### config.mk
export PLATFORM = sky130hd
export DESIGN_NAME = i2c_ctrl_top
export DESIGN_NICKNAME = d
export VERILOG_FILES = /design/src/logic/i2c_ctrl_pkg.sv /design/src/logic/axil_cmd_port.sv /design/src/logic/i2c_cmd_seq.sv /design/src/logic/filter_sel_sync.sv /design/src/logic/i2c_engine_arb.sv /design/src/logic/i2c_xfer_engine.sv /design/src/logic/i2c_ctrl_top.sv
export SDC_FILE = /design/constraint.sdc
export NUM_CORES = 1
export LEC_CHECK = 0
export ABC_AREA = 0
export BUFFER_PORTS_ARGS = -buffer_cell sky130_fd_sc_hd__buf_2
export CORE_AREA = 2 2 149 151
export CTS_BUF_LIST = sky130_fd_sc_hd__clkbuf_16
export DETAILED_ROUTE_END_ITERATION = 12
export DIE_AREA = 0 0 151 153
export HOLD_SLACK_MARGIN = 0.08
export PLACE_DENSITY_LB_ADDON = 0.05
export SYNTH_ARGS = -nofsm -noshare
export SYNTH_HDL_FRONTEND = slang
export SYNTH_SLANG_ARGS = --single-unit
### constraint.sdc
create_clock -name clk -period 3.21 [get_ports clk]
set_input_delay 0.642 -clock clk [delete_from_list [all_inputs] [get_ports clk]]
set_output_delay 0.642 -clock clk [all_outputs]
set_load 0.02 [all_outputs]
### src/logic/i2c_ctrl_pkg.sv
`default_nettype none

package i2c_ctrl_pkg;

  typedef logic [6:0]  dev_addr_t;
  typedef logic [7:0]  i2c_byte_t;
  typedef logic [3:0]  axil_addr_t;
  typedef logic [31:0] axil_data_t;
  typedef logic [1:0]  wr_len_t;

  // Register map
  localparam axil_addr_t REG_FILTER = 4'h0;
  localparam axil_addr_t REG_CMD    = 4'h4;
  localparam axil_addr_t REG_RDATA  = 4'h8;
  localparam axil_addr_t REG_STATUS = 4'hc;

  // Status word bits
  localparam int ST_BUSY     = 0;
  localparam int ST_MISSED   = 1;
  localparam int ST_NACK     = 2;
  localparam int ST_FILT_LSB = 8;

  localparam int CMD_READ_BIT = 24;

  localparam dev_addr_t FILTER_DEV = 7'h20;
  localparam i2c_byte_t FILTER_REG = 8'h0a;
  localparam int        RD_BYTES   = 4;

  localparam logic [1:0] RESP_OKAY   = 2'b00;
  localparam logic [1:0] RESP_SLVERR = 2'b10;

endpackage

`default_nettype wire

### src/logic/axil_cmd_port.sv
`default_nettype none

module axil_cmd_port (
  input  wire logic                     clk,
  input  wire logic                     rst,
  input  wire logic                     awvalid_i,
  output logic                          awready_o,
  input  wire i2c_ctrl_pkg::axil_addr_t awaddr_i,
  input  wire logic                     wvalid_i,
  output logic                          wready_o,
  input  wire i2c_ctrl_pkg::axil_data_t wdata_i,
  output logic                          bvalid_o,
  input  wire logic                     bready_i,
  output logic [1:0]                    bresp_o,
  input  wire logic                     arvalid_i,
  output logic                          arready_o,
  input  wire i2c_ctrl_pkg::axil_addr_t araddr_i,
  output logic                          rvalid_o,
  input  wire logic                     rready_i,
  output i2c_ctrl_pkg::axil_data_t      rdata_o,
  output logic [1:0]                    rresp_o,
  output logic                          cmd_go_o,
  output i2c_ctrl_pkg::axil_data_t      cmd_word_o,
  output logic                          filter_go_o,
  output logic [6:0]                    filter_val_o,
  input  wire logic                     seq_busy_i,
  input  wire logic                     flt_busy_i,
  input  wire logic                     seq_nack_i,
  input  wire i2c_ctrl_pkg::axil_data_t rdata_i,
  input  wire logic                     rdata_we_i,
  input  wire logic [6:0]               filter_i
);

  import i2c_ctrl_pkg::*;

  logic       wr_hs;
  logic       rd_hs;
  logic       cmd_wr;
  logic       missed;
  logic       missed_q;
  logic       nack_q;
  axil_data_t rdata_q;
  axil_data_t status;
  axil_data_t rd_mux;

  assign wr_hs     = awvalid_i && wvalid_i && !bvalid_o;
  assign awready_o = wr_hs;
  assign wready_o  = wr_hs;
  assign rd_hs     = arvalid_i && !rvalid_o;
  assign arready_o = !rvalid_o;
  assign rresp_o   = RESP_OKAY;

  // Sequencer counts as busy in the cycle its go pulse is out
  assign cmd_wr = wr_hs && (awaddr_i == REG_CMD);
  assign missed = cmd_wr && (seq_busy_i || cmd_go_o);

  always_comb begin
    status                   = '0;
    status[ST_BUSY]          = seq_busy_i || flt_busy_i;
    status[ST_MISSED]        = missed_q;
    status[ST_NACK]          = nack_q;
    status[ST_FILT_LSB +: 7] = filter_i;
  end

  always_comb begin
    case (araddr_i)
      REG_FILTER: rd_mux = {25'd0, filter_i};
      REG_RDATA:  rd_mux = rdata_q;
      REG_STATUS: rd_mux = status;
      default:    rd_mux = '0;
    endcase
  end

  always_ff @(posedge clk) begin
    if (rst) begin
      bvalid_o    <= 1'b0;
      rvalid_o    <= 1'b0;
      cmd_go_o    <= 1'b0;
      filter_go_o <= 1'b0;
      missed_q    <= 1'b0;
      nack_q      <= 1'b0;
      rdata_q     <= '0;
    end else begin
      cmd_go_o    <= cmd_wr && !missed;
      filter_go_o <= wr_hs && (awaddr_i == REG_FILTER);
      if (wr_hs) begin
        bvalid_o <= 1'b1;
      end else if (bready_i) begin
        bvalid_o <= 1'b0;
      end
      if (rd_hs) begin
        rvalid_o <= 1'b1;
      end else if (rready_i) begin
        rvalid_o <= 1'b0;
      end
      // Sticky bits clear on a status read, a new event wins
      if (rd_hs && (araddr_i == REG_STATUS)) begin
        missed_q <= 1'b0;
        nack_q   <= 1'b0;
      end
      if (missed) begin
        missed_q <= 1'b1;
      end
      if (seq_nack_i) begin
        nack_q <= 1'b1;
      end
      if (rdata_we_i) begin
        rdata_q <= rdata_i;
      end
    end
  end

  always_ff @(posedge clk) begin
    if (wr_hs) begin
      bresp_o      <= missed ? RESP_SLVERR : RESP_OKAY;
      cmd_word_o   <= wdata_i;
      filter_val_o <= wdata_i[6:0];
    end
    if (rd_hs) begin
      rdata_o <= rd_mux;
    end
  end

endmodule

`default_nettype wire

### src/logic/i2c_cmd_seq.sv
`default_nettype none

module i2c_cmd_seq (
  input  wire logic                     clk,
  input  wire logic                     rst,
  input  wire logic                     cmd_go_i,
  input  wire i2c_ctrl_pkg::axil_data_t cmd_word_i,
  input  wire logic                     done_i,
  input  wire logic                     nack_i,
  input  wire i2c_ctrl_pkg::axil_data_t rd_data_i,
  output logic                          req_o,
  output i2c_ctrl_pkg::dev_addr_t       dev_o,
  output logic                          read_o,
  output i2c_ctrl_pkg::wr_len_t         len_o,
  output logic [23:0]                   data_o,
  output logic                          busy_o,
  output logic                          nack_o,
  output i2c_ctrl_pkg::axil_data_t      rdata_o,
  output logic                          rdata_we_o
);

  import i2c_ctrl_pkg::*;

  typedef enum logic [1:0] {
    S_IDLE,
    S_WRITE,
    S_READ
  } seq_state_t;

  seq_state_t state;
  logic       rd_cmd_q;
  dev_addr_t  dev_q;
  i2c_byte_t  reg_q;
  i2c_byte_t  val_q;

  assign req_o  = (state != S_IDLE);
  assign dev_o  = dev_q;
  assign read_o = (state == S_READ);
  // Pointer write of a read command carries the register byte only
  assign len_o  = rd_cmd_q ? 2'd1 : 2'd2;
  assign data_o = {reg_q, val_q, 8'h00};

  // Stay busy until the result pulses have reached the port
  assign busy_o = req_o || nack_o || rdata_we_o;

  always_ff @(posedge clk) begin
    if (rst) begin
      state      <= S_IDLE;
      nack_o     <= 1'b0;
      rdata_we_o <= 1'b0;
    end else begin
      nack_o     <= 1'b0;
      rdata_we_o <= 1'b0;
      case (state)
        S_IDLE: begin
          if (cmd_go_i) begin
            state <= S_WRITE;
          end
        end
        S_WRITE: begin
          if (done_i) begin
            if (nack_i) begin
              nack_o <= 1'b1;
              state  <= S_IDLE;
            end else if (rd_cmd_q) begin
              state <= S_READ;
            end else begin
              state <= S_IDLE;
            end
          end
        end
        S_READ: begin
          if (done_i) begin
            nack_o     <= nack_i;
            rdata_we_o <= !nack_i;
            state      <= S_IDLE;
          end
        end
        default: state <= S_IDLE;
      endcase
    end
  end

  always_ff @(posedge clk) begin
    if ((state == S_IDLE) && cmd_go_i) begin
      dev_q    <= cmd_word_i[22:16];
      rd_cmd_q <= cmd_word_i[CMD_READ_BIT];
      reg_q    <= cmd_word_i[15:8];
      val_q    <= cmd_word_i[7:0];
    end
    if ((state == S_READ) && done_i) begin
      rdata_o <= rd_data_i;
    end
  end

endmodule

`default_nettype wire

### src/logic/filter_sel_sync.sv
`default_nettype none

module filter_sel_sync (
  input  wire logic               clk,
  input  wire logic               rst,
  input  wire logic               filter_go_i,
  input  wire logic [6:0]         filter_val_i,
  input  wire logic               done_i,
  output logic                    req_o,
  output i2c_ctrl_pkg::dev_addr_t dev_o,
  output i2c_ctrl_pkg::wr_len_t   len_o,
  output logic [23:0]             data_o,
  output logic                    busy_o,
  output logic [6:0]              filter_o
);

  import i2c_ctrl_pkg::*;

  typedef enum logic {
    F_IDLE,
    F_SEND
  } flt_state_t;

  flt_state_t state;
  logic [6:0] sent_q;

  assign req_o  = (state == F_SEND);
  assign dev_o  = FILTER_DEV;
  assign len_o  = 2'd3;
  assign data_o = {FILTER_REG, 1'b0, sent_q, 8'h00};
  // An unsent change counts as busy
  assign busy_o = req_o || (filter_o != sent_q);

  always_ff @(posedge clk) begin
    if (rst) begin
      state    <= F_IDLE;
      filter_o <= '0;
      sent_q   <= '0;
    end else begin
      if (filter_go_i) begin
        filter_o <= filter_val_i;
      end
      case (state)
        F_IDLE: begin
          if (filter_o != sent_q) begin
            sent_q <= filter_o;
            state  <= F_SEND;
          end
        end
        F_SEND: begin
          if (done_i) begin
            state <= F_IDLE;
          end
        end
        default: state <= F_IDLE;
      endcase
    end
  end

endmodule

`default_nettype wire

### src/logic/i2c_engine_arb.sv
`default_nettype none

module i2c_engine_arb (
  input  wire logic                    clk,
  input  wire logic                    rst,
  input  wire logic                    f_req_i,
  input  wire i2c_ctrl_pkg::dev_addr_t f_dev_i,
  input  wire logic                    f_read_i,
  input  wire i2c_ctrl_pkg::wr_len_t   f_len_i,
  input  wire logic [23:0]             f_data_i,
  output logic                         f_done_o,
  input  wire logic                    s_req_i,
  input  wire i2c_ctrl_pkg::dev_addr_t s_dev_i,
  input  wire logic                    s_read_i,
  input  wire i2c_ctrl_pkg::wr_len_t   s_len_i,
  input  wire logic [23:0]             s_data_i,
  output logic                         s_done_o,
  output logic                         s_nack_o,
  output logic                         start_o,
  output i2c_ctrl_pkg::dev_addr_t      dev_o,
  output logic                         read_o,
  output i2c_ctrl_pkg::wr_len_t        len_o,
  output logic [23:0]                  data_o,
  input  wire logic                    done_i,
  input  wire logic                    nack_i
);

  logic busy_q;
  // High when the filter requester owns the engine
  logic owner_q;

  assign dev_o  = owner_q ? f_dev_i : s_dev_i;
  assign read_o = owner_q ? f_read_i : s_read_i;
  assign len_o  = owner_q ? f_len_i : s_len_i;
  assign data_o = owner_q ? f_data_i : s_data_i;

  assign f_done_o = done_i && busy_q && owner_q;
  assign s_done_o = done_i && busy_q && !owner_q;
  // Only the sequencer reports a NACK upward
  assign s_nack_o = nack_i && !owner_q;

  always_ff @(posedge clk) begin
    if (rst) begin
      busy_q  <= 1'b0;
      owner_q <= 1'b0;
      start_o <= 1'b0;
    end else begin
      start_o <= 1'b0;
      if (!busy_q) begin
        if (f_req_i || s_req_i) begin
          busy_q  <= 1'b1;
          owner_q <= f_req_i;
          start_o <= 1'b1;
        end
      end else if (done_i) begin
        busy_q <= 1'b0;
      end
    end
  end

endmodule

`default_nettype wire

### src/logic/i2c_xfer_engine.sv
`default_nettype none

module i2c_xfer_engine #(
  parameter int CLK_DIV = 4
) (
  input  wire logic                    clk,
  input  wire logic                    rst,
  input  wire logic                    start_i,
  input  wire i2c_ctrl_pkg::dev_addr_t dev_addr_i,
  input  wire logic                    read_i,
  input  wire i2c_ctrl_pkg::wr_len_t   wr_len_i,
  input  wire logic [23:0]             wr_data_i,
  input  wire logic                    scl_i,
  input  wire logic                    sda_i,
  output logic                         done_o,
  output logic                         nack_o,
  output i2c_ctrl_pkg::axil_data_t     rd_data_o,
  output logic                         scl_oe_o,
  output logic                         sda_oe_o
);

  import i2c_ctrl_pkg::*;

  localparam int               CNT_W   = $clog2(CLK_DIV) + 1;
  localparam logic [CNT_W-1:0] CNT_MAX = CNT_W'(CLK_DIV - 1);

  typedef enum logic [2:0] {
    E_IDLE,
    E_START,
    E_BIT,
    E_STOP,
    E_DONE
  } eng_state_t;

  eng_state_t       state;
  logic [CNT_W-1:0] cnt;
  logic [1:0]       q;
  logic             tick;
  logic             hold;
  logic [3:0]       bit_cnt;
  logic [2:0]       byte_idx;
  logic [2:0]       last_idx;
  logic             rx;
  logic             ack_fail;
  logic             samp;
  logic             read_q;
  wr_len_t          len_q;
  logic [23:0]      wdata_q;
  i2c_byte_t        sh;
  axil_data_t       rd_q;
  logic             nack_q;

  // Start waits for a free bus
  assign hold     = (state == E_START) && (q == 2'd0) && !(scl_i && sda_i);
  assign tick     = (cnt == CNT_MAX) && !hold;
  assign last_idx = read_q ? 3'(RD_BYTES) : {1'b0, len_q};
  assign rx       = read_q && (byte_idx != 3'd0);
  assign ack_fail = !rx && samp;

  assign done_o    = (state == E_DONE);
  assign nack_o    = nack_q;
  assign rd_data_o = rd_q;

  always_ff @(posedge clk) begin
    if (rst || (state == E_IDLE) || tick) begin
      cnt <= '0;
    end else if (!hold) begin
      cnt <= cnt + 1'b1;
    end
  end

  // Quarter phases: SCL low in 0 and 3, high in 1 and 2
  always_comb begin
    scl_oe_o = 1'b0;
    sda_oe_o = 1'b0;
    case (state)
      E_START: begin
        scl_oe_o = (q == 2'd3);
        sda_oe_o = (q != 2'd0);
      end
      E_BIT: begin
        scl_oe_o = (q == 2'd0) || (q == 2'd3);
        if (bit_cnt != 4'd8) begin
          sda_oe_o = !rx && !sh[7];
        end else begin
          // Master ACK on all read bytes but the last
          sda_oe_o = rx && (byte_idx != last_idx);
        end
      end
      E_STOP: begin
        scl_oe_o = (q == 2'd0);
        sda_oe_o = (q <= 2'd1);
      end
      default: begin
        scl_oe_o = 1'b0;
        sda_oe_o = 1'b0;
      end
    endcase
  end

  always_ff @(posedge clk) begin
    if (rst) begin
      state    <= E_IDLE;
      q        <= 2'd0;
      bit_cnt  <= 4'd0;
      byte_idx <= 3'd0;
      nack_q   <= 1'b0;
    end else begin
      if (tick) begin
        q <= q + 2'd1;
      end
      case (state)
        E_IDLE: begin
          if (start_i) begin
            bit_cnt  <= 4'd0;
            byte_idx <= 3'd0;
            nack_q   <= 1'b0;
            state    <= E_START;
          end
        end
        E_START: begin
          if (tick && (q == 2'd3)) begin
            state <= E_BIT;
          end
        end
        E_BIT: begin
          if (tick && (q == 2'd3)) begin
            if (bit_cnt != 4'd8) begin
              bit_cnt <= bit_cnt + 4'd1;
            end else begin
              bit_cnt  <= 4'd0;
              byte_idx <= byte_idx + 3'd1;
              nack_q   <= ack_fail;
              if (ack_fail || (byte_idx == last_idx)) begin
                state <= E_STOP;
              end
            end
          end
        end
        E_STOP: begin
          if (tick && (q == 2'd3)) begin
            state <= E_DONE;
          end
        end
        default: state <= E_IDLE;
      endcase
    end
  end

  always_ff @(posedge clk) begin
    if ((state == E_IDLE) && start_i) begin
      sh      <= {dev_addr_i, read_i};
      read_q  <= read_i;
      len_q   <= wr_len_i;
      wdata_q <= wr_data_i;
    end
    if ((state == E_BIT) && tick) begin
      if (q == 2'd2) begin
        samp <= sda_i;
      end
      if (q == 2'd3) begin
        if (bit_cnt != 4'd8) begin
          sh <= {sh[6:0], samp};
        end else begin
          sh      <= wdata_q[23:16];
          wdata_q <= {wdata_q[15:0], 8'h00};
          // First received byte ends up in the low bits
          if (rx) begin
            rd_q <= {sh, rd_q[31:8]};
          end
        end
      end
    end
  end

endmodule

`default_nettype wire

### src/logic/i2c_ctrl_top.sv
`default_nettype none

module i2c_ctrl_top #(
  parameter int CLK_DIV = 4
) (
  input  wire logic                     clk,
  input  wire logic                     rst,
  input  wire logic                     awvalid_i,
  output logic                          awready_o,
  input  wire i2c_ctrl_pkg::axil_addr_t awaddr_i,
  input  wire logic                     wvalid_i,
  output logic                          wready_o,
  input  wire i2c_ctrl_pkg::axil_data_t wdata_i,
  output logic                          bvalid_o,
  input  wire logic                     bready_i,
  output logic [1:0]                    bresp_o,
  input  wire logic                     arvalid_i,
  output logic                          arready_o,
  input  wire i2c_ctrl_pkg::axil_addr_t araddr_i,
  output logic                          rvalid_o,
  input  wire logic                     rready_i,
  output i2c_ctrl_pkg::axil_data_t      rdata_o,
  output logic [1:0]                    rresp_o,
  input  wire logic                     scl_i,
  input  wire logic                     sda_i,
  output logic                          scl_oe_o,
  output logic                          sda_oe_o
);

  import i2c_ctrl_pkg::*;

  logic        cmd_go;
  axil_data_t  cmd_word;
  logic        filter_go;
  logic [6:0]  filter_val;
  logic [6:0]  filter_cur;
  logic        seq_busy;
  logic        seq_nack;
  logic        flt_busy;
  axil_data_t  seq_rdata;
  logic        seq_rdata_we;

  logic        s_req;
  dev_addr_t   s_dev;
  logic        s_read;
  wr_len_t     s_len;
  logic [23:0] s_data;
  logic        s_done;
  logic        s_nack;

  logic        f_req;
  dev_addr_t   f_dev;
  wr_len_t     f_len;
  logic [23:0] f_data;
  logic        f_done;

  logic        eng_start;
  dev_addr_t   eng_dev;
  logic        eng_read;
  wr_len_t     eng_len;
  logic [23:0] eng_data;
  logic        eng_done;
  logic        eng_nack;
  axil_data_t  eng_rdata;

  axil_cmd_port axil_cmd_port_inst (
    .clk          (clk),
    .rst          (rst),
    .awvalid_i    (awvalid_i),
    .awready_o    (awready_o),
    .awaddr_i     (awaddr_i),
    .wvalid_i     (wvalid_i),
    .wready_o     (wready_o),
    .wdata_i      (wdata_i),
    .bvalid_o     (bvalid_o),
    .bready_i     (bready_i),
    .bresp_o      (bresp_o),
    .arvalid_i    (arvalid_i),
    .arready_o    (arready_o),
    .araddr_i     (araddr_i),
    .rvalid_o     (rvalid_o),
    .rready_i     (rready_i),
    .rdata_o      (rdata_o),
    .rresp_o      (rresp_o),
    .cmd_go_o     (cmd_go),
    .cmd_word_o   (cmd_word),
    .filter_go_o  (filter_go),
    .filter_val_o (filter_val),
    .seq_busy_i   (seq_busy),
    .flt_busy_i   (flt_busy),
    .seq_nack_i   (seq_nack),
    .rdata_i      (seq_rdata),
    .rdata_we_i   (seq_rdata_we),
    .filter_i     (filter_cur)
  );

  i2c_cmd_seq i2c_cmd_seq_inst (
    .clk        (clk),
    .rst        (rst),
    .cmd_go_i   (cmd_go),
    .cmd_word_i (cmd_word),
    .done_i     (s_done),
    .nack_i     (s_nack),
    .rd_data_i  (eng_rdata),
    .req_o      (s_req),
    .dev_o      (s_dev),
    .read_o     (s_read),
    .len_o      (s_len),
    .data_o     (s_data),
    .busy_o     (seq_busy),
    .nack_o     (seq_nack),
    .rdata_o    (seq_rdata),
    .rdata_we_o (seq_rdata_we)
  );

  filter_sel_sync filter_sel_sync_inst (
    .clk          (clk),
    .rst          (rst),
    .filter_go_i  (filter_go),
    .filter_val_i (filter_val),
    .done_i       (f_done),
    .req_o        (f_req),
    .dev_o        (f_dev),
    .len_o        (f_len),
    .data_o       (f_data),
    .busy_o       (flt_busy),
    .filter_o     (filter_cur)
  );

  i2c_engine_arb i2c_engine_arb_inst (
    .clk      (clk),
    .rst      (rst),
    .f_req_i  (f_req),
    .f_dev_i  (f_dev),
    .f_read_i (1'b0),
    .f_len_i  (f_len),
    .f_data_i (f_data),
    .f_done_o (f_done),
    .s_req_i  (s_req),
    .s_dev_i  (s_dev),
    .s_read_i (s_read),
    .s_len_i  (s_len),
    .s_data_i (s_data),
    .s_done_o (s_done),
    .s_nack_o (s_nack),
    .start_o  (eng_start),
    .dev_o    (eng_dev),
    .read_o   (eng_read),
    .len_o    (eng_len),
    .data_o   (eng_data),
    .done_i   (eng_done),
    .nack_i   (eng_nack)
  );

  i2c_xfer_engine #(
    .CLK_DIV (CLK_DIV)
  ) i2c_xfer_engine_inst (
    .clk        (clk),
    .rst        (rst),
    .start_i    (eng_start),
    .dev_addr_i (eng_dev),
    .read_i     (eng_read),
    .wr_len_i   (eng_len),
    .wr_data_i  (eng_data),
    .scl_i      (scl_i),
    .sda_i      (sda_i),
    .done_o     (eng_done),
    .nack_o     (eng_nack),
    .rd_data_o  (eng_rdata),
    .scl_oe_o   (scl_oe_o),
    .sda_oe_o   (sda_oe_o)
  );

endmodule

`default_nettype wire

### Word-level counts from Yosys, hierarchy flattened

Cells that the tools add are included.
W data, S select, Z words.

* register bits: 266
* bits in latches: 0
* memory bits (writable): 0
* memory bits (read-only): 0
* bits of input ports: 49
* output and inout port bits: 43
* word-level logic and storage cells: 199
* memories: 0

* add/subtract/negate cells: 4
* multiply operators: 0
* divide/modulo/power cells: 0
* $lt $le $gt $ge: 1
* equal/unequal tests: 25
* shifts and indexed selects: 0
* multiplexer cells: 60
* bitwise gates (word level): 5
* reductions and logical operators: 67

Operators with widths (count)
* $mux W24: 5
* $pmux W32 S3: 1
* $mux W8: 4
* $mux W3: 10
* $logic_and A1 B1 Y1: 25
* $mux W1: 20
* $mux W2: 7
* $reduce_bool A2 Y1: 7
* $mux W4: 3
* $pmux W3 S4: 1
* $logic_or A1 B1 Y1: 10
* $ne A2 B2 Y1 const B: 5
* $eq A3 B2 Y1 const B: 3
* $logic_not A1 Y1: 9
* $eq A4 B4 Y1 const B: 2
* $logic_not A4 Y1: 2
* $ne A2 B1 Y1 const B: 4
* $pmux W4 S2: 1
* $reduce_and A4 Y1: 2
* $mux W7: 1
* $ne A7 B7 Y1: 1
* $add A3 B1 Y3 const B: 2
* $eq A2 B2 Y1 const B: 3
* $pmux W1 S2: 3
* 22 further kinds: 31

### Longest topological paths before layout

Gate-level depths: netlist of the first run.

* word-level depth: 9
* mapped depth: 7
* depth with buffers taken out: 6

### Cells and area by module

From an unflattened synthesis of the first run, not the netlist that was laid out.

* cells, all modules: 822
* area, all modules: 10732.8 µm²

Modules (own cells, without submodules)
* axil_cmd_port: times used 1, cells each 256, area each 3728.6 µm², seq. area each 2712.6 µm²
* i2c_xfer_engine: times used 1, cells each 329, area each 3532.1 µm², seq. area each 2042.0 µm²
* i2c_cmd_seq: times used 1, cells each 92, area each 2019.4 µm², seq. area each 1761.7 µm²
* filter_sel_sync: times used 1, cells each 91, area each 837.1 µm², seq. area each 300.3 µm²
* i2c_engine_arb: times used 1, cells each 53, area each 611.8 µm², seq. area each 60.1 µm²
* i2c_ctrl_top: times used 1, cells each 1, area each 3.8 µm², seq. area each 0.0 µm²

### Worst setup path after synthesis of the first run

Ideal clock, no wire load.

* kind: flip-flop to flip-flop
* start: reg i2c_xfer_engine_inst.state[1]
* end: reg i2c_xfer_engine_inst.rd_q[0] (netlist: i2c_xfer_engine_inst.rd_data_o[0]), enable pin
* library setup time: 0.421 ns
* arrival: 2.546 ns
* data required time: 2.789 ns
* path slack: 0.242 ns
* cell stages (with the launch flop): 6
* buffers on the path: 2
* clock period less this slack: 2.968 ns
* path through: dfxtp_1 > clkbuf_1 > nor3b_1 > nand3_1 > clkbuf_1 > nor2_1

* longest elaborated chain between the ends: 7
* elaborated cells on any way between the ends: 8
* classes of those cells: eq/ne: 2; reduce/logical: 6

Ends and longest elaborated chain
* from (decl): line i2c_xfer_engine.sv:35 `eng_state_t state;`
* from (signal assigned): line i2c_xfer_engine.sv:103 `state <= E_IDLE;`
* from (signal assigned): line i2c_xfer_engine.sv:118 `state <= E_START;`
* from (signal assigned): line i2c_xfer_engine.sv:123 `state <= E_BIT;`
* $eq A3 B1 Y1: line i2c_xfer_engine.sv:54 `assign hold = (state == E_START) && (q == 2'd0) && !(scl_i && sda_i);`
* $logic_and A1 B1 Y1 (2 in series): line i2c_xfer_engine.sv:54
* $logic_not A1 Y1: line i2c_xfer_engine.sv:55 `assign tick = (cnt == CNT_MAX) && !hold;`
* $logic_and A1 B1 Y1: line i2c_xfer_engine.sv:55
* $logic_and A1 B1 Y1 (*): line i2c_xfer_engine.sv:157 `if ((state == E_BIT) && tick) begin`
* $reduce_and A4 Y1 (no source line) (*)
* to (signal assigned): line i2c_xfer_engine.sv:169 `rd_q <= {sh, rd_q[31:8]};`
* to (decl): line i2c_xfer_engine.sv:50 `axil_data_t rd_q;`

Mark *: on every way between the ends. The rest lies on a longest branch, timed or not.
A chain may end at the register's enable or synchronous reset.

### Worst setup path in the final report of the first run

* start: reg i2c_xfer_engine_inst.state[0]
* end: out sda_oe_o

* longest elaborated chain between the ends: 2
* elaborated cells on any way between the ends: 4
* classes of those cells: eq/ne: 3; mux: 1

Ends and longest elaborated chain
* $eq A3 B2 Y1 / $eq A3 B1 Y1 (equally long branches): line i2c_xfer_engine.sv:76 `case (state)`
* $pmux W1 S3 (*): line i2c_xfer_engine.sv:76
* to (decl): line i2c_ctrl_top.sv:27 `output logic sda_oe_o`

Marked as above.

==> results_dict.tcl, run 1 <==
set metrics [dict create \
    final_area_mm2 0.0110 \
    detail_route.wl_per_cell_um 17.0 \
    period_minus_slack_ns 3.01 \
    synth_edf_count 149 \
    critical_path.slowest_cell "or4_1" \
    grt_pass1_wl_mm 30.4 \
    min_path_cells 1 \
    power_w 0.00713 \
    worstPathRequired_ns 2.57 \
    timing.hold.ws_ns 0.292 \
    grt_max_degree 58 \
    antenna_found_initial 1 \
    hold_path.class "input port to register" \
    dpl_cell_area_mm2 0.0102 \
    cts_buffer_depth 3 \
    worstMarginPinSlew_ns 1.09 \
    cts_setup_buffers 0 \
    r2r-end "i2c_xfer_engine_inst.rd_data_o[23]" \
    final_util_pct 51.2 \
    gp_congestion 0.787 \
    syn_to_final_growth_pct 15.2 \
    cts_tree "done" \
    setup_viol 0 \
    max_stage_delay_ns 0.58 \
    vias_per_cell 5.10 \
    drive_above_1_share_pct 16.8 \
    critPathBufInv 1 \
    hold_viol 0 \
    syn_area_mm2 0.00955 \
    cts_root_buffer "clkbuf_16" \
    dp_hpwl_mm 12.2 \
    start_util_pct 44.4 \
    wl_met1_mm 8.31 \
    rsz0062_at_grt "no" \
    track_usage_pct 16.7 \
    nets 872 \
    start_kind "register" \
    top_layer "met4" \
    syn_area_per_cell_um2 13.2 \
    critPathMaxFanout 12 \
    crit_arrival_ns 2.36 \
    met2_length_mm 9.40 \
    drt-total-wl_mm 18.8 \
    wl_met3_um 876 \
    final_antenna_net_count 0 \
    setup_tns_ns 0 \
    crit_path_cell_trace "or3b_1, or4_1, nand3_1, buf_2" \
    async_reset_ff_share_pct 0 \
    vias 5656 \
    core_mm2 0.0215 \
    clock_latency_ns 0.52 \
    crit_path_end_kind "output port" \
    seq_area_frac_synth_pct 69.5 \
    io_buffers 80 \
    r2r_start "i2c_xfer_engine_inst.bit_cnt[0]" \
    hold_buffers 0 \
    skew_ns 0.0109 \
    hold_end "axil_cmd_port_inst.filter_val_o[2]" \
    hp-start "wdata_i[2]" \
    yosys-top-cells-area "edfxtp_1, dfxtp_1, mux2i_1" \
    clkTransAtPathRegs_ns 0.06 \
    ff2ff_path_depth 7 \
    drv_slew 0 \
    crit_family "simple AND/OR/NAND/NOR gates" \
    drt_iter0_drc 330 \
    std_cell_rows 54 \
    ys_warn_count 0 \
    fin_crit_sh_pct 93.6 \
    status "completed" \
    die_y_um 153 \
    r2r_slack_ns 0.89 \
    dieArea_mm2 0.0231 \
    grt_pass1_vias 5597 \
    ys_seq_elements 257 \
    dr.pass1.iters 4 \
    n_fill_cell 1899 \
    pwr_density_cell_mw_per_mm2 648 \
    die_x_um 151 \
    post_cts_resized 0 \
    p_leak_nw 3.99 \
    maxCapViolCount 0 \
    ctsHtreeMaxLevel 1 \
    synth_commonest_cells "edfxtp_1, dfxtp_1, nor2_1" \
    clock_sinks 257 \
    fmax_ghz 0.333 \
    yosysTopAreaCellShare_pct 46.9 \
    synth_area_leader_cell "edfxtp_1" \
    cts_inserted_buffers 27 \
    drc 0 \
    overflow 0 \
    vdd_drop_max_mv 0.331 \
    synth_cells 726 \
    crit_type "register to output port" \
    synth-main-ff-cell "edfxtp_1" \
    relSlewSlack_pct 27.3 \
    ys_types 53 \
    synth_most_common_cell "edfxtp_1" \
    io_pins 92 \
]
## registers in the layout, indices dropped and copies added, names as in the netlist, 8 cells and up
signal and flops:
i2c_xfer_engine_inst.rd_data_o 32, axil_cmd_port_inst.rdata_q 32, i2c_xfer_engine_inst.sh 8, i2c_cmd_seq_inst.val_q 8
i2c_cmd_seq_inst.reg_q 8, i2c_xfer_engine_inst.wdata_q 24, i2c_cmd_seq_inst.rdata_o 32, axil_cmd_port_inst.cmd_word_o 18
axil_cmd_port_inst.rdata_o 32
## per-layer routing
layer | vias to the layer above | global-route usage (%)
met3 | 20 | 2.54
met5 | - | 0
met1 | 2731 | 22.5
li1 | 2788 | -
met2 | 117 | 28.3
met4 | 0 | 4.27
## layout by cell type (no fill, tap or decap), types with 2 or more instances in the layout
master,netlist,layout
nand3_1,10,10
inv_2,0,3
mux2i_1,57,57
nand2_1,48,48
o21ai_0,21,21
o21ai_1,2,2
nor2_2,1,3
a22o_1,11,11
and3b_1,2,2
buf_4,5,13
nor4_1,5,5
or2_2,2,2
nor2b_1,6,5
xor2_1,2,2
clkinv_2,0,2
ha_1,14,14
a211oi_1,13,13
buf_2,10,80
xnor2_1,8,8
clkbuf_16,0,27
a21oi_1,28,28
nand4_1,3,3
nand3b_1,5,5
o31ai_1,4,4
or3_1,3,3
dfxtp_1,108,107
and3_1,11,11
conb_1,1,3
nor2_1,72,70
edfxtp_1,149,149
inv_1,19,28
nor3b_1,14,14
a31oi_1,11,11
nor3_1,7,7
a222oi_1,2,2
clkinv_1,0,6
nand2b_1,5,5
and2_1,21,21
or4_1,4,4
## worst register-to-register path: stages, from the launching register on
cell     delay (ns)
dfxtp_1        0.33
inv_1          0.09
ha_1           0.17
and3b_1        0.49
nand3_1        0.15
buf_4          0.21
nor2_2         0.11
buf_4          0.40
## cell type report
type                       instances  area, um^2  share of cell area (%)
sequential                       257        6640                    60.3
antenna                            1        2.50                  0.0227
multi-input combinational        411        2670                    24.3
inverter                          19        71.3                   0.648
timing repair buffer              93         498                    4.53
clock inverter                    22        93.8                   0.853
tap                              280         350                    3.18
clock buffer                      27         676                    6.14
## where the power goes
| part | leakage, nW | switching, W | internal (W) |
|---|---|---|---|
| sequential | 2.26 | 0.000150 | 0.00369 |
| combinational | 1.31 | 0.000341 | 0.000232 |
| clock | 0.415 | 0.00120 | 0.00151 |
| total | 3.99 | 0.00170 | 0.00543 |
## how the worst max path moves through the flow
stage | startpoint | to | slack (ns) | cells after the start
after detailed placement | i2c_xfer_engine_inst.bit_cnt[0] | sda_oe_o | 0.74 | 6
after global routing | i2c_xfer_engine_inst.bit_cnt[0] | sda_oe_o | 0.07 | 6
final | i2c_xfer_engine_inst.state[0] | sda_oe_o | 0.20 | 4
after CTS | i2c_xfer_engine_inst.bit_cnt[0] | sda_oe_o | 0.19 | 6
after floorplan | i2c_xfer_engine_inst.state[1] | i2c_xfer_engine_inst.rd_data_o[0] | 0.24 | 5
after global placement | i2c_xfer_engine_inst.state[0] | sda_oe_o | 0.77 | 4
## stage by stage
stage | instances | worst slack (ns)
after floorplan | 728 | 0.242
after global placement | 1060 | 0.774
after detailed placement | 1060 | 0.744
after CTS | 1109 | 0.192
after global routing | 1110 | 0.0658
final | 1110 | 0.205
## kinds of logic after synthesis
group	Yosys count	share of synthesized area, %
flip-flops	257	69.5
AND/OR/NAND/NOR	229	12.4
AO/OA/AOI/OAI	98	6.45
buffers and inverters	60	2.86
multiplexers	57	5.97
adder cells (fa/ha/maj)	14	1.83
XOR/XNOR	10	0.917
other	1	0.0393
(Power assumes the default switching activity.)
==> run 2, diff against run 1 <==
Settings changed: GPL_TIMING_DRIVEN from default to 0.
==> run 2 against run 1 <==
Compared with the run above:
- routed wire length is 6.3% higher
- global-route usage is 0.82 points higher
- register-to-register slack better by 0.04 ns
- critical path type unchanged
- largest power group unchanged
- sequential cell count stayed put
==> results_dict.tcl, run 2 (synthesis results as in run 1) <==
set metrics [dict create \
    worstPathRequired_ns 2.57 \
    grt_pass1_wl_mm 31.5 \
    hold_path.class "input port to register" \
    post_cts_resized 0 \
    clkTransAtPathRegs_ns 0.06 \
    place_ws_ns 0.449 \
    crit_arrival_ns 2.35 \
    pwr_density_cell_mw_per_mm2 647 \
    cts_buffer_depth 3 \
    vias 5813 \
    crit_path_end_kind "output port" \
    cts_setup_buffers 0 \
    period_minus_slack_ns 2.99 \
    overflow 0 \
    gp_congestion 0.814 \
    core_mm2 0.0215 \
    critPathMaxFanout 10 \
    fin_ws_ns 0.216 \
    fin_crit_sh_pct 93.3 \
    ctsHtreeMaxLevel 1 \
    timing.hold.ws_ns 0.304 \
    die_x_um 151 \
    cts_tree "done" \
    layout_common_cells "edfxtp_1, dfxtp_1, buf_2" \
    crit_type "register to output port" \
    crit_family "simple AND/OR/NAND/NOR gates" \
    grt_pass1_vias 5837 \
    critPathBufInv 2 \
    rsz0062_at_grt "no" \
    antenna_found_initial 1 \
    drc 0 \
    maxCapViolCount 0 \
    track_usage_pct 17.5 \
    max_stage_delay_ns 0.63 \
    syn_to_final_growth_pct 17.2 \
    worstMarginPinSlew_ns 1.21 \
    p_leak_nw 4.06 \
    drv_slew 0 \
    start_util_pct 44.4 \
    die_y_um 153 \
    multi_input_area_mm2 0.00268 \
    fmax_ghz 0.334 \
    drive_above_1_share_pct 16.6 \
    relSlewSlack_pct 19.6 \
    vdd_drop_max_mv 0.404 \
    cts_inserted_buffers 27 \
    clock_latency_ns 0.51 \
    power_w 0.00725 \
    dr.pass1.iters 4 \
    final_antenna_net_count 0 \
    drt_iter0_drc 361 \
    skew_ns 0.00933 \
    crit_path_cell_trace "inv_1, ha_1, nand3b_1, or4_1, nand3_1, buf_2" \
    drt-total-wl_mm 20.0 \
    detail_route.wl_per_cell_um 17.5 \
    hold_viol 0 \
    layout_commonest_cell "edfxtp_1" \
    final_util_pct 52.1 \
    grt_max_degree 33 \
    dpl_cell_area_mm2 0.0104 \
    std_cell_rows 54 \
    regArea_mm2 0.00664 \
    start_kind "register" \
    dp_hpwl_mm 14.0 \
    clock_sinks 257 \
    setup_viol 0 \
    cts_root_buffer "clkbuf_16" \
    io_buffers 80 \
    critical_path.slowest_cell "or4_1" \
    n_fill_cell 1897 \
    hold_buffers 0 \
    io_pins 92 \
    nets 903 \
    vias_per_cell 5.09 \
    final_area_mm2 0.0112 \
    dieArea_mm2 0.0231 \
    status "completed" \
]
-- run 2: layer usage --
layer  GRT usage [%]  vias to the layer above  wire, um
li1                -                     2851         -
met1            23.1                     2799      8790
met2            29.9                      131      9920
met3            2.69                       32       851
met4            5.03                        0       450
met5               0                        -         0
-- run 2: final cells by class --
type	count	share of cell area, %
buffer	41	1.80
clock buffer	27	6.04
clock inverter	22	1.06
timing repair buffer	83	4.11
multi-input combinational	411	23.9
inverter	19	0.637
tap	280	3.13
antenna	1	0.0224
sequential	257	59.3
-- run 2: path summary, 6_finish.rpt --
kind	startpoint	end	slack, ns	cells after the start
setup / recovery	i2c_xfer_engine_inst.bit_cnt[0]	sda_oe_o	0.22	6
hold / removal	wdata_i[3]	axil_cmd_port_inst.filter_val_o[3]	0.30	1
setup reg to reg	i2c_xfer_engine_inst.state[1]	i2c_xfer_engine_inst.rd_data_o[2]	0.93	6
hold reg to reg	axil_cmd_port_inst.cmd_word_o[16]	i2c_cmd_seq_inst.dev_o[0]	0.41	0
-- run 2: per-stage QoR --
step           std cells  TNS [ns]
2_1_floorplan        728         0
3_3_place_gp        1088    -47.42
3_5_place_dp        1091         0
4_1_cts             1140         0
5_1_grt             1141         0
6_report            1141         0
-- run 2: where the power goes --
| group | internal (W) | leakage [nW] | switching, W | total [W] |
|---|---|---|---|---|
| logic | 0.000252 | 1.38 | 0.000390 | 0.000641 |
| clock network | 0.00159 | 0.415 | 0.00119 | 0.00278 |
| registers | 0.00369 | 2.26 | 0.000132 | 0.00382 |
==> run 3, diff against run 2 <==
Settings changed: BUFFER_PORTS_ARGS -buffer_cell sky130_fd_sc_hd__buf_2 to default, DONT_BUFFER_PORTS from default to 1.
==> run 3 against run 2 <==
Compared with the run above:
- utilization fell by 1.4 points
- die area did not move
- routed wire length fell by 2.4%
- sequential power barely moved
- register-to-register slack got worse by 0.07 ns
- final cell count fell by 7.1%
- count of clock-buffer cells in the layout did not move
- first-iteration DRC count fell by 14%
- maximum frequency rose by 0.37%
- worst setup slack improved by 0.011 ns
- global-route usage fell by 0.34 points
- critical path type unchanged
==> results_dict.tcl, run 3 (synthesis results as in run 1) <==
set metrics [dict create \
    power_frac_clock_pct 42.0 \
    crit_type "register to output port" \
    status "completed" \
    final_antenna_net_count 0 \
    pwr_density_cell_mw_per_mm2 697 \
    overflow 0 \
    wl_met1_mm 8.55 \
    layout_common_cells "edfxtp_1, dfxtp_1, nor2_1" \
    crit_path_end_kind "output port" \
    hold_buffers 0 \
    comb_power_share_pct 7.4 \
    multi_input_area_mm2 0.00268 \
    gp_congestion 0.833 \
    hp-start "awaddr_i[2]" \
    n_fill_cell 1869 \
    cts_buffer_depth 3 \
    dieArea_mm2 0.0231 \
    fin_crit_sh_pct 92.9 \
    ctsHtreeMaxLevel 1 \
    drv_slew 0 \
    antenna_found_initial 0 \
    drive_above_1_share_pct 9.63 \
    ff2ff_path_depth 6 \
    rsz0062_at_grt "no" \
    switchingPower_w 0.00175 \
    die_y_um 153 \
    vias_per_cell 5.18 \
    crit_arrival_ns 2.34 \
    r2r-end "i2c_xfer_engine_inst.rd_data_o[29]" \
    skew_ns 0.00770 \
    drc 0 \
    p_leak_nw 3.75 \
    period_minus_slack_ns 2.98 \
    maxCapViolCount 0 \
    start_util_pct 44.4 \
    critical_path.slowest_cell "inv_1" \
    cts_setup_buffers 0 \
    core_mm2 0.0215 \
    hold_end "axil_cmd_port_inst.filter_go_o" \
    cts_root_buffer "clkbuf_16" \
    track_usage_pct 17.2 \
    swShare_pct 23.1 \
    wl_met3_um 855 \
    hold_path.class "input port to register" \
    layoutNonFillerInstCount 1060 \
    vias 5493 \
    clkTransAtPathRegs_ns 0.06 \
    cts_inserted_buffers 27 \
    fmax_ghz 0.335 \
    layout_commonest_cell "edfxtp_1" \
    syn_to_final_growth_pct 14.2 \
    detail_route.wl_per_cell_um 18.4 \
    seqPwrFrac_pct 50.7 \
    dp.cells 1010 \
    cts_tree "done" \
    r2r_slack_ns 0.86 \
    max_stage_delay_ns 0.91 \
    grt_max_degree 34 \
    crit_path_cell_trace "nand3b_1, inv_1, buf_4" \
    dr.pass1.iters 5 \
    regArea_mm2 0.00664 \
    hold_viol 0 \
    die_x_um 151 \
    timing.hold.ws_ns 0.206 \
    p_int_w 0.00584 \
    grt_pass1_vias 5492 \
    met2_length_mm 9.75 \
    post_cts_resized 0 \
    vdd_drop_max_mv 0.498 \
    critPathMaxFanout 27 \
    min_path_cells 1 \
    nets 822 \
    r2r_start "i2c_xfer_engine_inst.state[1]" \
    relSlewSlack_pct 18.6 \
    top_layer "met4" \
    dp_hpwl_mm 13.7 \
    io_buffers 0 \
    clock_sinks 257 \
    worstMarginPinSlew_ns 1.22 \
    power_w 0.00760 \
    io_pins 92 \
    std_cell_rows 54 \
    worstPathRequired_ns 2.57 \
    start_kind "register" \
    setup_viol 0 \
    drt_iter0_drc 311 \
    clock_latency_ns 0.52 \
    drt-total-wl_mm 19.5 \
    grt_pass1_wl_mm 30.7 \
]
==> run 3: cell types whose count changed in the layout (fill, tap and decap cells not counted), sizes merged <==
cell      delta
clkinv       +1
buf         -81
bufinv       +4
inv          -7
clkinvlp     +2
==> run 3: layout make-up <==
cell class / count / share of cell area (%)
Sequential cell: 257 / 60.9
Timing Repair Buffer: 2 / 0.367
Antenna cell: 1 / 0.0230
Buffer: 41 / 1.85
Clock buffer: 27 / 6.20
Inverter: 19 / 0.654
Multi-Input combinational cell: 411 / 24.5
Clock inverter: 22 / 2.27
Tap cell: 280 / 3.21
==> run 3: power by group through the flow <==
stage	Clock (W)	Combinational, W	Sequential (W)
2_1_floorplan	0	0.000424	0.00386
3_3_place_gp	0	0.000530	0.00392
3_5_place_dp	0	0.000561	0.00392
4_1_cts	0.00327	0.000563	0.00385
5_1_grt	0.00340	0.000634	0.00388
6_report	0.00319	0.000559	0.00385
==> run 3: critical path: cells and delay by family, from the launching register on <==
| family | cells | cell delay [ns] |
|---|---|---|
| flops | 1 | 0.38 |
| buf+inv | 2 | 1.21 |
| simple gates | 1 | 0.24 |
==> run 3: metal layers <==
layer	up-vias	global-route usage [%]
met4	0	4.18
met5	-	0
met3	28	2.99
met2	136	29.4
met1	2643	22.7
li1	2686	-
==> run 3: worst max path at each step <==
stage | startpoint | to | slack [ns] | depth (start not counted)
2_1_floorplan | i2c_xfer_engine_inst.state[1] | i2c_xfer_engine_inst.rd_data_o[0] | 0.24 | 5
3_3_place_gp | i2c_xfer_engine_inst.state[1] | i2c_xfer_engine_inst.rd_data_o[4] | -0.96 | 5
3_5_place_dp | wvalid_i | wready_o | 0.55 | 3
4_1_cts | axil_cmd_port_inst.bvalid_o | wready_o | 0.14 | 3
5_1_grt | axil_cmd_port_inst.bvalid_o | wready_o | 0.02 | 3
6_report | axil_cmd_port_inst.bvalid_o | wready_o | 0.23 | 3
==> run 3: stage by stage <==
step	cell area [um^2]	setup WS, ns	util [%]	setup TNS, ns
finish	10900	0.227	50.7	0
global route	10900	0.0233	50.7	0
CTS	10900	0.144	50.7	0
detailed placement	9980	0.549	46.4	0
global placement	9910	-0.964	46.1	-41.73
floorplan	9560	0.242	-	0
